===== src/fme7_pkg.sv =====
// FME-7 mapper definitions
package fme7_pkg;

	typedef logic [15:0] cpu_addr_t;  // CPU bus address
	typedef logic [7:0]  cpu_data_t;  // CPU data byte
	typedef logic [13:0] chr_addr_t;  // PPU address
	typedef logic [21:0] mem_addr_t;  // Translated memory address
	typedef logic [7:0]  chr_bank_t;  // 1 kB CHR bank number
	typedef logic [4:0]  prg_bank_t;  // 8 kB PRG bank number
	typedef logic [3:0]  reg_index_t; // Command register index
	typedef logic [15:0] irq_count_t; // IRQ down-counter

	// 0 vertical, 1 horizontal, 2 one-screen lower, 3 one-screen upper
	typedef logic [1:0] mirror_t;

	localparam int NUM_CHR_BANKS = 8;
	localparam int NUM_PRG_BANKS = 4;

	// Command indices
	localparam reg_index_t REG_PRG_FIRST = 4'd8;  // First PRG bank register, also RAM control
	localparam reg_index_t REG_MIRROR    = 4'd12;
	localparam reg_index_t REG_IRQ_CTRL  = 4'd13; // Countdown and trigger enable
	localparam reg_index_t REG_IRQ_LO    = 4'd14;
	localparam reg_index_t REG_IRQ_HI    = 4'd15;

	localparam mirror_t MIRROR_VERTICAL   = 2'd0;
	localparam mirror_t MIRROR_HORIZONTAL = 2'd1;

	localparam prg_bank_t PRG_FIXED_BANK = 5'b11111; // Always at 0xE000
	localparam logic [3:0] PRG_RAM_PREFIX = 4'b1111;
	localparam logic [3:0] CHR_ROM_PREFIX = 4'b1000;
	localparam cpu_addr_t PRG_RAM_BASE = 16'h6000;

	// CPU bus as seen by the mapper
	typedef struct packed {
		cpu_addr_t addr;
		logic      write;
		cpu_data_t data;
	} cpu_bus_t;

	// Register write request from the decoder
	typedef struct packed {
		logic       valid;
		reg_index_t index;
		cpu_data_t  data;
	} reg_wr_t;

	// Everything the address mapper needs from the register file
	typedef struct packed {
		chr_bank_t [NUM_CHR_BANKS-1:0] chr_bank;
		prg_bank_t [NUM_PRG_BANKS-1:0] prg_bank;
		mirror_t                       mirror;
		logic                          ram_enable; // PRG RAM access allowed
		logic                          ram_select; // 0x6000 window goes to RAM
	} bank_state_t;

endpackage


===== src/fme7_addr_map.sv =====
// FME-7 address translation
`timescale 1ns/1ps

module fme7_addr_map (
	input  fme7_pkg::bank_state_t banks,
	input  fme7_pkg::cpu_bus_t    cpu,
	input  fme7_pkg::chr_addr_t   chr_ain,
	output fme7_pkg::mem_addr_t   prg_aout,
	output logic                  prg_allow,
	output fme7_pkg::mem_addr_t   chr_aout,
	output logic                  vram_a10,
	output logic                  vram_ce
);
	import fme7_pkg::*;

	prg_bank_t  prg_sel;    // Bank for the current CPU window
	logic       ram_cs;     // 0x6000 window routed to PRG RAM
	logic [3:0] prg_prefix;
	chr_bank_t  chr_sel;

	// 8 kB windows by CPU A15-A13
	always_comb begin
		case (cpu.addr[15:13])
			3'b011:  prg_sel = banks.prg_bank[0]; // 0x6000
			3'b100:  prg_sel = banks.prg_bank[1]; // 0x8000
			3'b101:  prg_sel = banks.prg_bank[2]; // 0xA000
			3'b110:  prg_sel = banks.prg_bank[3]; // 0xC000
			default: prg_sel = PRG_FIXED_BANK;    // 0xE000, below 0x6000 is refused anyway
		endcase
	end

	assign ram_cs     = (cpu.addr[15:13] == PRG_RAM_BASE[15:13]) && banks.ram_select;
	assign prg_prefix = ram_cs ? PRG_RAM_PREFIX : 4'b0000;
	assign prg_aout   = {prg_prefix, prg_sel, cpu.addr[12:0]};

	// RAM obeys the enable bit for both directions, ROM is read only
	always_comb begin
		if (cpu.addr < PRG_RAM_BASE) begin
			prg_allow = 1'b0;
		end else if (ram_cs) begin
			prg_allow = banks.ram_enable;
		end else begin
			prg_allow = !cpu.write;
		end
	end

	assign chr_sel  = banks.chr_bank[chr_ain[12:10]]; // 1 kB windows
	assign chr_aout = {CHR_ROM_PREFIX, chr_sel, chr_ain[9:0]};

	always_comb begin
		case (banks.mirror)
			MIRROR_VERTICAL:   vram_a10 = chr_ain[10];
			MIRROR_HORIZONTAL: vram_a10 = chr_ain[11];
			default:           vram_a10 = banks.mirror[0]; // One-screen lower or upper
		endcase
	end

	assign vram_ce = chr_ain[13]; // Nametable space goes to internal VRAM

endmodule


===== src/fme7_bank_regs.sv =====
// FME-7 bank register file
`timescale 1ns/1ps

module fme7_bank_regs (
	input  logic                  clk,
	input  logic                  arst_n,
	input  fme7_pkg::reg_wr_t     reg_wr,
	output fme7_pkg::bank_state_t banks
);
	import fme7_pkg::*;

	logic chr_sel;    // Index 0-7
	logic prg_sel;    // Index 8-11
	logic mirror_sel; // Index 12
	logic ram_sel;    // Index 8 carries the RAM bits too

	always_comb begin
		chr_sel    = reg_wr.valid && (reg_wr.index < REG_PRG_FIRST);
		prg_sel    = reg_wr.valid && (reg_wr.index >= REG_PRG_FIRST) &&
			(reg_wr.index < REG_MIRROR);
		mirror_sel = reg_wr.valid && (reg_wr.index == REG_MIRROR);
		ram_sel    = reg_wr.valid && (reg_wr.index == REG_PRG_FIRST);
	end

	always_ff @(posedge clk or negedge arst_n) begin
		if (!arst_n) begin
			banks <= '0;
		end else begin
			if (chr_sel) begin
				banks.chr_bank[reg_wr.index[2:0]] <= reg_wr.data; // Full byte
			end
			if (prg_sel) begin
				banks.prg_bank[reg_wr.index[1:0]] <= reg_wr.data[4:0];
			end
			if (mirror_sel) begin
				banks.mirror <= reg_wr.data[1:0];
			end
			if (ram_sel) begin
				banks.ram_enable <= reg_wr.data[7];
				banks.ram_select <= reg_wr.data[6];
			end
		end
	end

endmodule


===== src/fme7_irq_timer.sv =====
// FME-7 IRQ down-counter
`timescale 1ns/1ps

module fme7_irq_timer (
	input  logic              clk,
	input  logic              arst_n,
	input  logic              ce,
	input  fme7_pkg::reg_wr_t reg_wr,
	output logic              irq
);
	import fme7_pkg::*;

	irq_count_t  counter;
	logic        countdown; // Counter runs
	logic        trigger;   // Underflow raises irq
	logic [16:0] next_count; // Borrow in the top bit

	assign next_count = {1'b0, counter} - {16'b0, countdown};

	always_ff @(posedge clk or negedge arst_n) begin
		if (!arst_n) begin
			counter   <= '0;
			countdown <= 1'b0;
			trigger   <= 1'b0;
			irq       <= 1'b0;
		end else if (ce) begin
			counter <= next_count[15:0];

			// A byte load overrides only its half of the decremented value
			if (reg_wr.valid) begin
				case (reg_wr.index)
					REG_IRQ_CTRL: begin
						countdown <= reg_wr.data[7];
						trigger   <= reg_wr.data[0];
					end
					REG_IRQ_LO: counter[7:0]  <= reg_wr.data;
					REG_IRQ_HI: counter[15:8] <= reg_wr.data;
					default: ;                // Bank registers
				endcase
			end

			if (!trigger) begin
				irq <= 1'b0;
			end else if (next_count[16]) begin
				irq <= 1'b1; // Wrapped past zero
			end
		end
	end

	// The line can only go up on a CPU cycle that had the trigger armed
	a_irq_needs_trigger: assert property (
		@(posedge clk) disable iff (!arst_n)
		$rose(irq) |-> $past(ce && trigger)
	) else $error("irq rose while the trigger was off");

endmodule


===== src/fme7_reg_decode.sv =====
// FME-7 CPU write decoder
`timescale 1ns/1ps

module fme7_reg_decode (
	input  logic               clk,
	input  logic               arst_n,
	input  logic               ce,
	input  fme7_pkg::cpu_bus_t cpu,
	output fme7_pkg::reg_wr_t  reg_wr
);
	import fme7_pkg::*;

	reg_index_t command;    // Index selected by the last 0x8000 write
	logic       cmd_write;  // 0x8000-0x9FFF
	logic       param_write; // 0xA000-0xBFFF

	// Anything from 0xC000 upward falls through both decodes
	assign cmd_write   = ce && cpu.write && (cpu.addr[15:13] == 3'b100);
	assign param_write = ce && cpu.write && (cpu.addr[15:13] == 3'b101);

	always_ff @(posedge clk or negedge arst_n) begin
		if (!arst_n) begin
			command <= '0;
		end else if (cmd_write) begin
			command <= cpu.data[3:0]; // Low nibble only
		end
	end

	always_comb begin
		reg_wr.valid = param_write;
		reg_wr.index = command;
		reg_wr.data  = cpu.data;
	end

	// Downstream registers rely on requests lining up with a CPU cycle
	a_valid_needs_ce: assert property (
		@(posedge clk) disable iff (!arst_n)
		reg_wr.valid |-> ce && cpu.write
	) else $error("register write request outside a CPU write cycle");

endmodule


===== src/fme7_top.sv =====
// FME-7 mapper top level
`timescale 1ns/1ps

module fme7_top (
	input  logic                clk,
	input  logic                arst_n,
	input  logic                ce,
	input  fme7_pkg::cpu_bus_t  cpu,
	input  fme7_pkg::chr_addr_t chr_ain,
	output fme7_pkg::mem_addr_t prg_aout,
	output logic                prg_allow,
	output fme7_pkg::mem_addr_t chr_aout,
	output logic                vram_a10,
	output logic                vram_ce,
	output logic                irq
);
	import fme7_pkg::*;

	reg_wr_t     reg_wr; // Shared by register file and timer
	bank_state_t banks;

	fme7_reg_decode fme7_reg_decode_inst (
		.clk    (clk),
		.arst_n (arst_n),
		.ce     (ce),
		.cpu    (cpu),
		.reg_wr (reg_wr)
	);

	fme7_bank_regs fme7_bank_regs_inst (
		.clk    (clk),
		.arst_n (arst_n),
		.reg_wr (reg_wr),
		.banks  (banks)
	);

	fme7_irq_timer fme7_irq_timer_inst (
		.clk    (clk),
		.arst_n (arst_n),
		.ce     (ce),
		.reg_wr (reg_wr),
		.irq    (irq)
	);

	fme7_addr_map fme7_addr_map_inst (
		.banks     (banks),
		.cpu       (cpu),
		.chr_ain   (chr_ain),
		.prg_aout  (prg_aout),
		.prg_allow (prg_allow),
		.chr_aout  (chr_aout),
		.vram_a10  (vram_a10),
		.vram_ce   (vram_ce)
	);

endmodule


===== config.mk =====
export PLATFORM = sky130hd
export DESIGN_NAME = fme7_top
export DESIGN_NICKNAME = d
export VERILOG_FILES = /design/src/fme7_pkg.sv /design/src/fme7_addr_map.sv /design/src/fme7_bank_regs.sv /design/src/fme7_irq_timer.sv /design/src/fme7_reg_decode.sv /design/src/fme7_top.sv
export SDC_FILE = /design/constraint.sdc
export NUM_CORES = 1
export LEC_CHECK = 0
export BUFFER_PORTS_ARGS = -buffer_cell sky130_fd_sc_hd__buf_2
export CAP_MARGIN = 20
export CELL_PAD_IN_SITES_DETAIL_PLACEMENT = 0
export CELL_PAD_IN_SITES_GLOBAL_PLACEMENT = 1
export CORE_ASPECT_RATIO = 1.5
export CORE_MARGIN = 2
export CORE_UTILIZATION = 42
export CTS_BUF_LIST = sky130_fd_sc_hd__clkbuf_8 sky130_fd_sc_hd__clkbuf_16
export DETAILED_ROUTE_END_ITERATION = 16
export HOLD_SLACK_MARGIN = 0.05
export MAX_ROUTING_LAYER = met4
export PLACE_DENSITY_LB_ADDON = 0.08
export SLEW_MARGIN = 20
export SYNTH_ARGS = -nofsm -noshare
export SYNTH_HDL_FRONTEND = slang
export SYNTH_HIERARCHICAL = 1
export SYNTH_SLANG_ARGS = --single-unit
export TNS_END_PERCENT = 50

===== constraint.sdc =====
create_clock -name clk -period 2.05 [get_ports clk]
set_clock_uncertainty 0.15 [all_clocks]
set_input_delay 0.205 -clock clk [delete_from_list [all_inputs] [get_ports clk]]
set_output_delay 0.205 -clock clk [all_outputs]
set_load 0.1 [all_outputs]

; After elaboration in Yosys (flattened, before gate mapping)
; Cells that the tools add are included.
[word_totals]
in_bits = 42
reg_bits = 111
out_inout_bits = 48
word_cells = 74
[op_classes]
n_reduce_logical = 15
magnitude_cmp = 9
add_sub_neg = 1
n_mux = 18
n_eq_ne = 11
[op_table]
columns = op, count
row1 = bitwise mux 64 bit, 1
row2 = 2-to-1 mux 8 bit, 4
row3 = binary-select mux 8 bit (select 3 bit), 1
row4 = demux 8 bit (select 3 bit), 1
row5 = bitwise mux 20 bit, 1
row6 = == test 4 bit (second input constant), 5
row7 = one-hot mux 5 bit (4 select lines), 1
row8 = subtractor 16 x 1 -> 17 bit, 1
row9 = less-than comparator 16 x 15 -> 1 bit (second input constant), 1
row10 = 2-to-1 mux 16 bit, 1
row11 = logical AND 1 bit, 11
row12 = demux 5 bit (select 2 bit), 1
row13 = == test 3 bit (second input constant), 3
row14 = less-than comparator 3 x 4 -> 1 bit (second input constant), 2
row15 = less-than comparator 4 bit (second input constant), 2
row16 = 2-to-1 mux 5 bit, 1
row17 = greater-or-equal comparator 4 bit (second input constant), 1
row18 = 2-to-1 mux 1 bit, 4
row19 = 2-to-1 mux 4 bit, 1
row20 = == test 3 x 2 -> 1 bit (second input constant), 1
row21 = greater-or-equal comparator 3 x 1 -> 1 bit (second input constant), 1
row22 = less-than comparator 2 x 3 -> 1 bit (second input constant), 1
row23 = AND reduction 3 bit, 1
row24 = == test 2 x 1 -> 1 bit (second input constant), 1
row25 = 6 further kinds, 6

; Depth between registers and ports, before layout
[logic_depth]
depth_word = 5
depth_mapped = 8
mapped_depth_nobuf = 7

; By module
; Netlist, hierarchy kept.
[modules_own_cells]
columns = mod, cells_per_inst, area_per_inst_um2, seq_area_each_um2, n_inst
row1 = fme7_bank_regs, 208, 3390.8, 2202.1, 1
row2 = fme7_irq_timer, 142, 1256.2, 475.5, 1
row3 = fme7_addr_map, 92, 988.4, 0.0, 1
row4 = fme7_reg_decode, 20, 265.3, 100.1, 1

; Worst setup path before layout
; Ideal clock, no wire load.
[synth_timing]
path_type = input to output
startpoint = in cpu[23] (netlist name)
endpoint = out prg_aout[13]
path_buffers = 1
arrival_ps = 2315
t_required_ps = 1695
cell_stages = 4
slack_ps = -620
path_cell_list = clkbuf_1 -> nand2b_1 -> o22ai_1 -> a22oi_1
[synth_between]
elab_chain_len = 2
elab_cells_between_ends = 5
cone_classes = eq/ne: 4 / mux: 1
[synth_lines]
columns = element, line
row1 = from (decl), fme7_top.sv:8  ; input fme7_pkg::cpu_bus_t cpu,
row2 = == test 3 bit / == test 3 x 2 -> 1 bit (equally long branches), fme7_addr_map.sv:23  ; case (cpu.addr[15:13])
row3 = one-hot mux 5 bit (4 select lines) *, fme7_addr_map.sv:23
row4 = to (decl), fme7_top.sv:10  ; output fme7_pkg::mem_addr_t prg_aout,
; Mark *: on every way between the ends. The rest lies on a longest branch, timed or not.

; Worst setup path in the final report
[layout_timing]
startpoint = reg fme7_bank_regs_inst/banks[85] (netlist name)
endpoint = out chr_aout[15]
[layout_between]
elab_chain_len = 2
[layout_lines]
columns = element, line
row1 = binary-select mux 8 bit (select 3 bit), fme7_addr_map.sv:47  ; assign chr_sel = banks.chr_bank[chr_ain[12:10]];
row2 = 2-to-1 mux 8 bit (not written as such), fme7_addr_map.sv:47
row3 = to (decl), fme7_top.sv:12  ; output fme7_pkg::mem_addr_t chr_aout,
; No other way between the ends. The select of a mux whose other input is x is not followed.

==> impl_metrics.json <==
{
  "start_kind": "flop",
  "grt_max_degree": 59,
  "violations": "negative setup slack",
  "final_common_cell": "dfrtp_1",
  "clockBufferDepth": 2,
  "grt_util_all_layers": 0.200,
  "required_ns": 1.69,
  "firstDrtPassIters": 4,
  "ys_types": 54,
  "hold_viol": 0,
  "ios": 90,
  "cts_htree_levels": 3,
  "drcViolationCount": 0,
  "worstPathBufferInverterCount": 1,
  "drive_gt1_frac": 0.463,
  "rsz0062_at_grt": "yes",
  "dpl-instance-area_sq_mm": 0.00644,
  "fillers": 1235,
  "grt_pass1_vias": 3980,
  "path_delay_family": "multiplexers",
  "wl_per_cell_um": 20.4,
  "holdWs_ns": 0.0824,
  "die_h_um": 149,
  "ctsRootBufferMaster": "clkbuf_16",
  "powerDensity_mw_per_mm2": 760,
  "clk_pin_slew_ns": 0.08,
  "synth_cells": 462,
  "hold_class": "in2reg",
  "dp_slack_ns": -0.241,
  "totalWireLength_um": 13700,
  "drtAntennaViolNets": 0,
  "maxSlewViolCount": 0,
  "avgViaCountPerCell": 5.57,
  "synth_seq_cells": 111,
  "clock_latency_ns": 0.35,
  "netlist_area_sq_mm": 0.00590,
  "synth-seq-area-share": 0.471,
  "core_area_sq_mm": 0.0139,
  "cts_sinks": 111,
  "critPathKind": "reg2out",
  "fmax_mhz": 484,
  "final_cell_mix": "dfrtp_1 (110), mux2_2 (70), buf_4 (47)",
  "crit_fanout": 2,
  "yosysWarnings": 6,
  "power.leakage_nw": 3.29,
  "tns_ns": -0.0158,
  "vias": 3733,
  "period_minus_slack_ns": 2.07,
  "cp.arrival_ns": 1.71,
  "gp_congestion": 0.793,
  "die_w_um": 101,
  "ir_worst_vdd_mv": 0.525,
  "setup_viol": 2,
  "overflow": 0,
  "antenna_found_initial": 0,
  "row_count": 53,
  "start_util": 0.426,
  "drt-initial-drc-count": 141,
  "fin_ws_ns": -0.0150,
  "areaGrowthSynthToFinish_pct": 17.7,
  "fin_crit_sh": 1.01,
  "diodes": 0,
  "max_stage_delay_ns": 0.50,
  "grt_pass1_wl_um": 22000,
  "finalInstanceArea_sq_mm": 0.00695,
  "die_area_sq_mm": 0.0150,
  "fin_nets": 544,
  "crit_chain": "mux4_2 > mux2_4 > buf_12",
  "synth_top_flop_cell": "dfrtp_1",
  "relSlewSlack": 0.640,
  "final_util": 0.501,
  "cap_violations": 0,
  "numCtsBuffers": 9,
  "port_buffers": 37,
  "synthArstFlopShare": 1.00,
  "worstSetupEndpointType": "output port",
  "syn_avg_cell_area_sq_um": 12.8,
  "tightest_slew_ns": 0.538,
  "dp_hpwl_um": 9270,
  "cp_slowest_cell": "mux4_2",
  "status": "finished with violations",
  "cts_tree": "done",
  "synth-edff-count": 0
}
## flip-flops by register name, indices dropped and copies added, names as in the netlist
name	count
fme7_reg_decode_inst/command	4
fme7_irq_timer_inst/trigger	1
fme7_irq_timer_inst/counter	16
fme7_bank_regs_inst/banks	88
fme7_irq_timer_inst/countdown	1
fme7_irq_timer_inst/irq	1
## stage by stage
stage / power, mW / cells
2_1_floorplan: 3.47 / 464
3_3_place_gp: 3.51 / 645
3_5_place_dp: 3.53 / 645
4_1_cts: 5.33 / 664
5_1_grt: 5.51 / 670
6_report: 5.28 / 670
## layer usage
layer / track usage / routed length, um / vias up
met1: 0.247 / 5980 / 1918
met4: 0.0568 / 175 / 0
met2: 0.336 / 7110 / 69
met5: - / 0 / -
li1: - / - / 1730
met3: 0.0328 / 428 / 16
## power breakdown
group	switching (mW)	internal [mW]	total, mW
Sequential	0.138	2.38	2.52
Combinational	0.598	0.478	1.08
Clock	0.838	0.840	1.68
Total	1.57	3.70	5.28
## final timing paths
check	end	from	depth (start not counted)	slack [ns]
max	chr_aout[15]	fme7_bank_regs_inst/banks[85]$_DFFE_PN0P_	3	-0.02
min	fme7_bank_regs_inst/banks[61]$_DFFE_PN0P_	cpu[5]	2	0.08
max reg2reg	fme7_irq_timer_inst/counter[12]$_DFFE_PN0P_	fme7_irq_timer_inst/counter[0]$_DFFE_PN0P_	7	0
min reg2reg	fme7_bank_regs_inst/banks[17]$_DFFE_PN0P_	fme7_bank_regs_inst/banks[17]$_DFFE_PN0P_	1	0.35
max in group asynchronous	fme7_bank_regs_inst/banks[28]$_DFFE_PN0P_	arst_n	3	1.20
min in group asynchronous	fme7_irq_timer_inst/counter[15]$_DFFE_PN0P_	arst_n	3	0.26
## cell families (layout without fill, tap and decap cells)
logic type                 count (synthesis)  count (layout)  share of synthesized area
muxes                                    125             125                      0.285
and+or+nand+nor                           91              91                     0.0992
other                                      2               4                    0.00127
adders and majority gates                  2               2                    0.00424
AOI/OAI and AO/OA                         55              55                     0.0596
buffers and inverters                     76             117                     0.0799
DFF                                      111             111                      0.471
## worst reg2reg max path, stage by stage (launching register included)
cell and delay, ns:
dfrtp_1 0.38, inv_2 0.07, ha_4 0.14, ha_4 0.13, or3b_4 0.40, nor4_4 0.25
nor3_1 0.06, or3b_1 0.34
## synth_stat cells, drive strengths merged, types with 4 or more instances
master | instances | area share
nor2 | 14 | 0.010
nand4 | 5 | 0.0053
a22oi | 8 | 0.010
o211ai | 5 | 0.0064
nor2b | 7 | 0.0087
buf | 50 | 0.063
nor3 | 6 | 0.0051
mux4 | 16 | 0.071
nand2 | 11 | 0.0070
o21ai | 16 | 0.014
dfrtp | 111 | 0.47
mux2i | 6 | 0.010
inv | 11 | 0.0070
a31oi | 5 | 0.0053
clkbuf | 15 | 0.0095
o22ai | 11 | 0.012
mux2 | 103 | 0.20
nand3 | 9 | 0.0076
nand2b | 10 | 0.011
nor3b | 4 | 0.0078
## area by class of cell
| type | instances | area [sq um] | share of cell area |
|---|---|---|---|
| sequential | 111 | 2780 | 0.400 |
| multi-input combinational | 277 | 2720 | 0.391 |
| timing repair buffer | 90 | 918 | 0.132 |
| clock buffer | 9 | 225 | 0.0324 |
| tap | 165 | 206 | 0.0297 |
| clock inverter | 7 | 60.1 | 0.00865 |
| inverter | 11 | 41.3 | 0.00594 |
## what timing repair did
item / in CTS / in global routing
resized for setup: 60 / 7
setup endpoints to repair: 13 / 14
setup buffers: 2 / 7
hold buffers: 1 / 0
hold endpoints to repair: 111 / 0
pin swaps: 4 / 6
gates cloned: 0 / 0
Note: power is estimated with default switching activity, not from simulation.
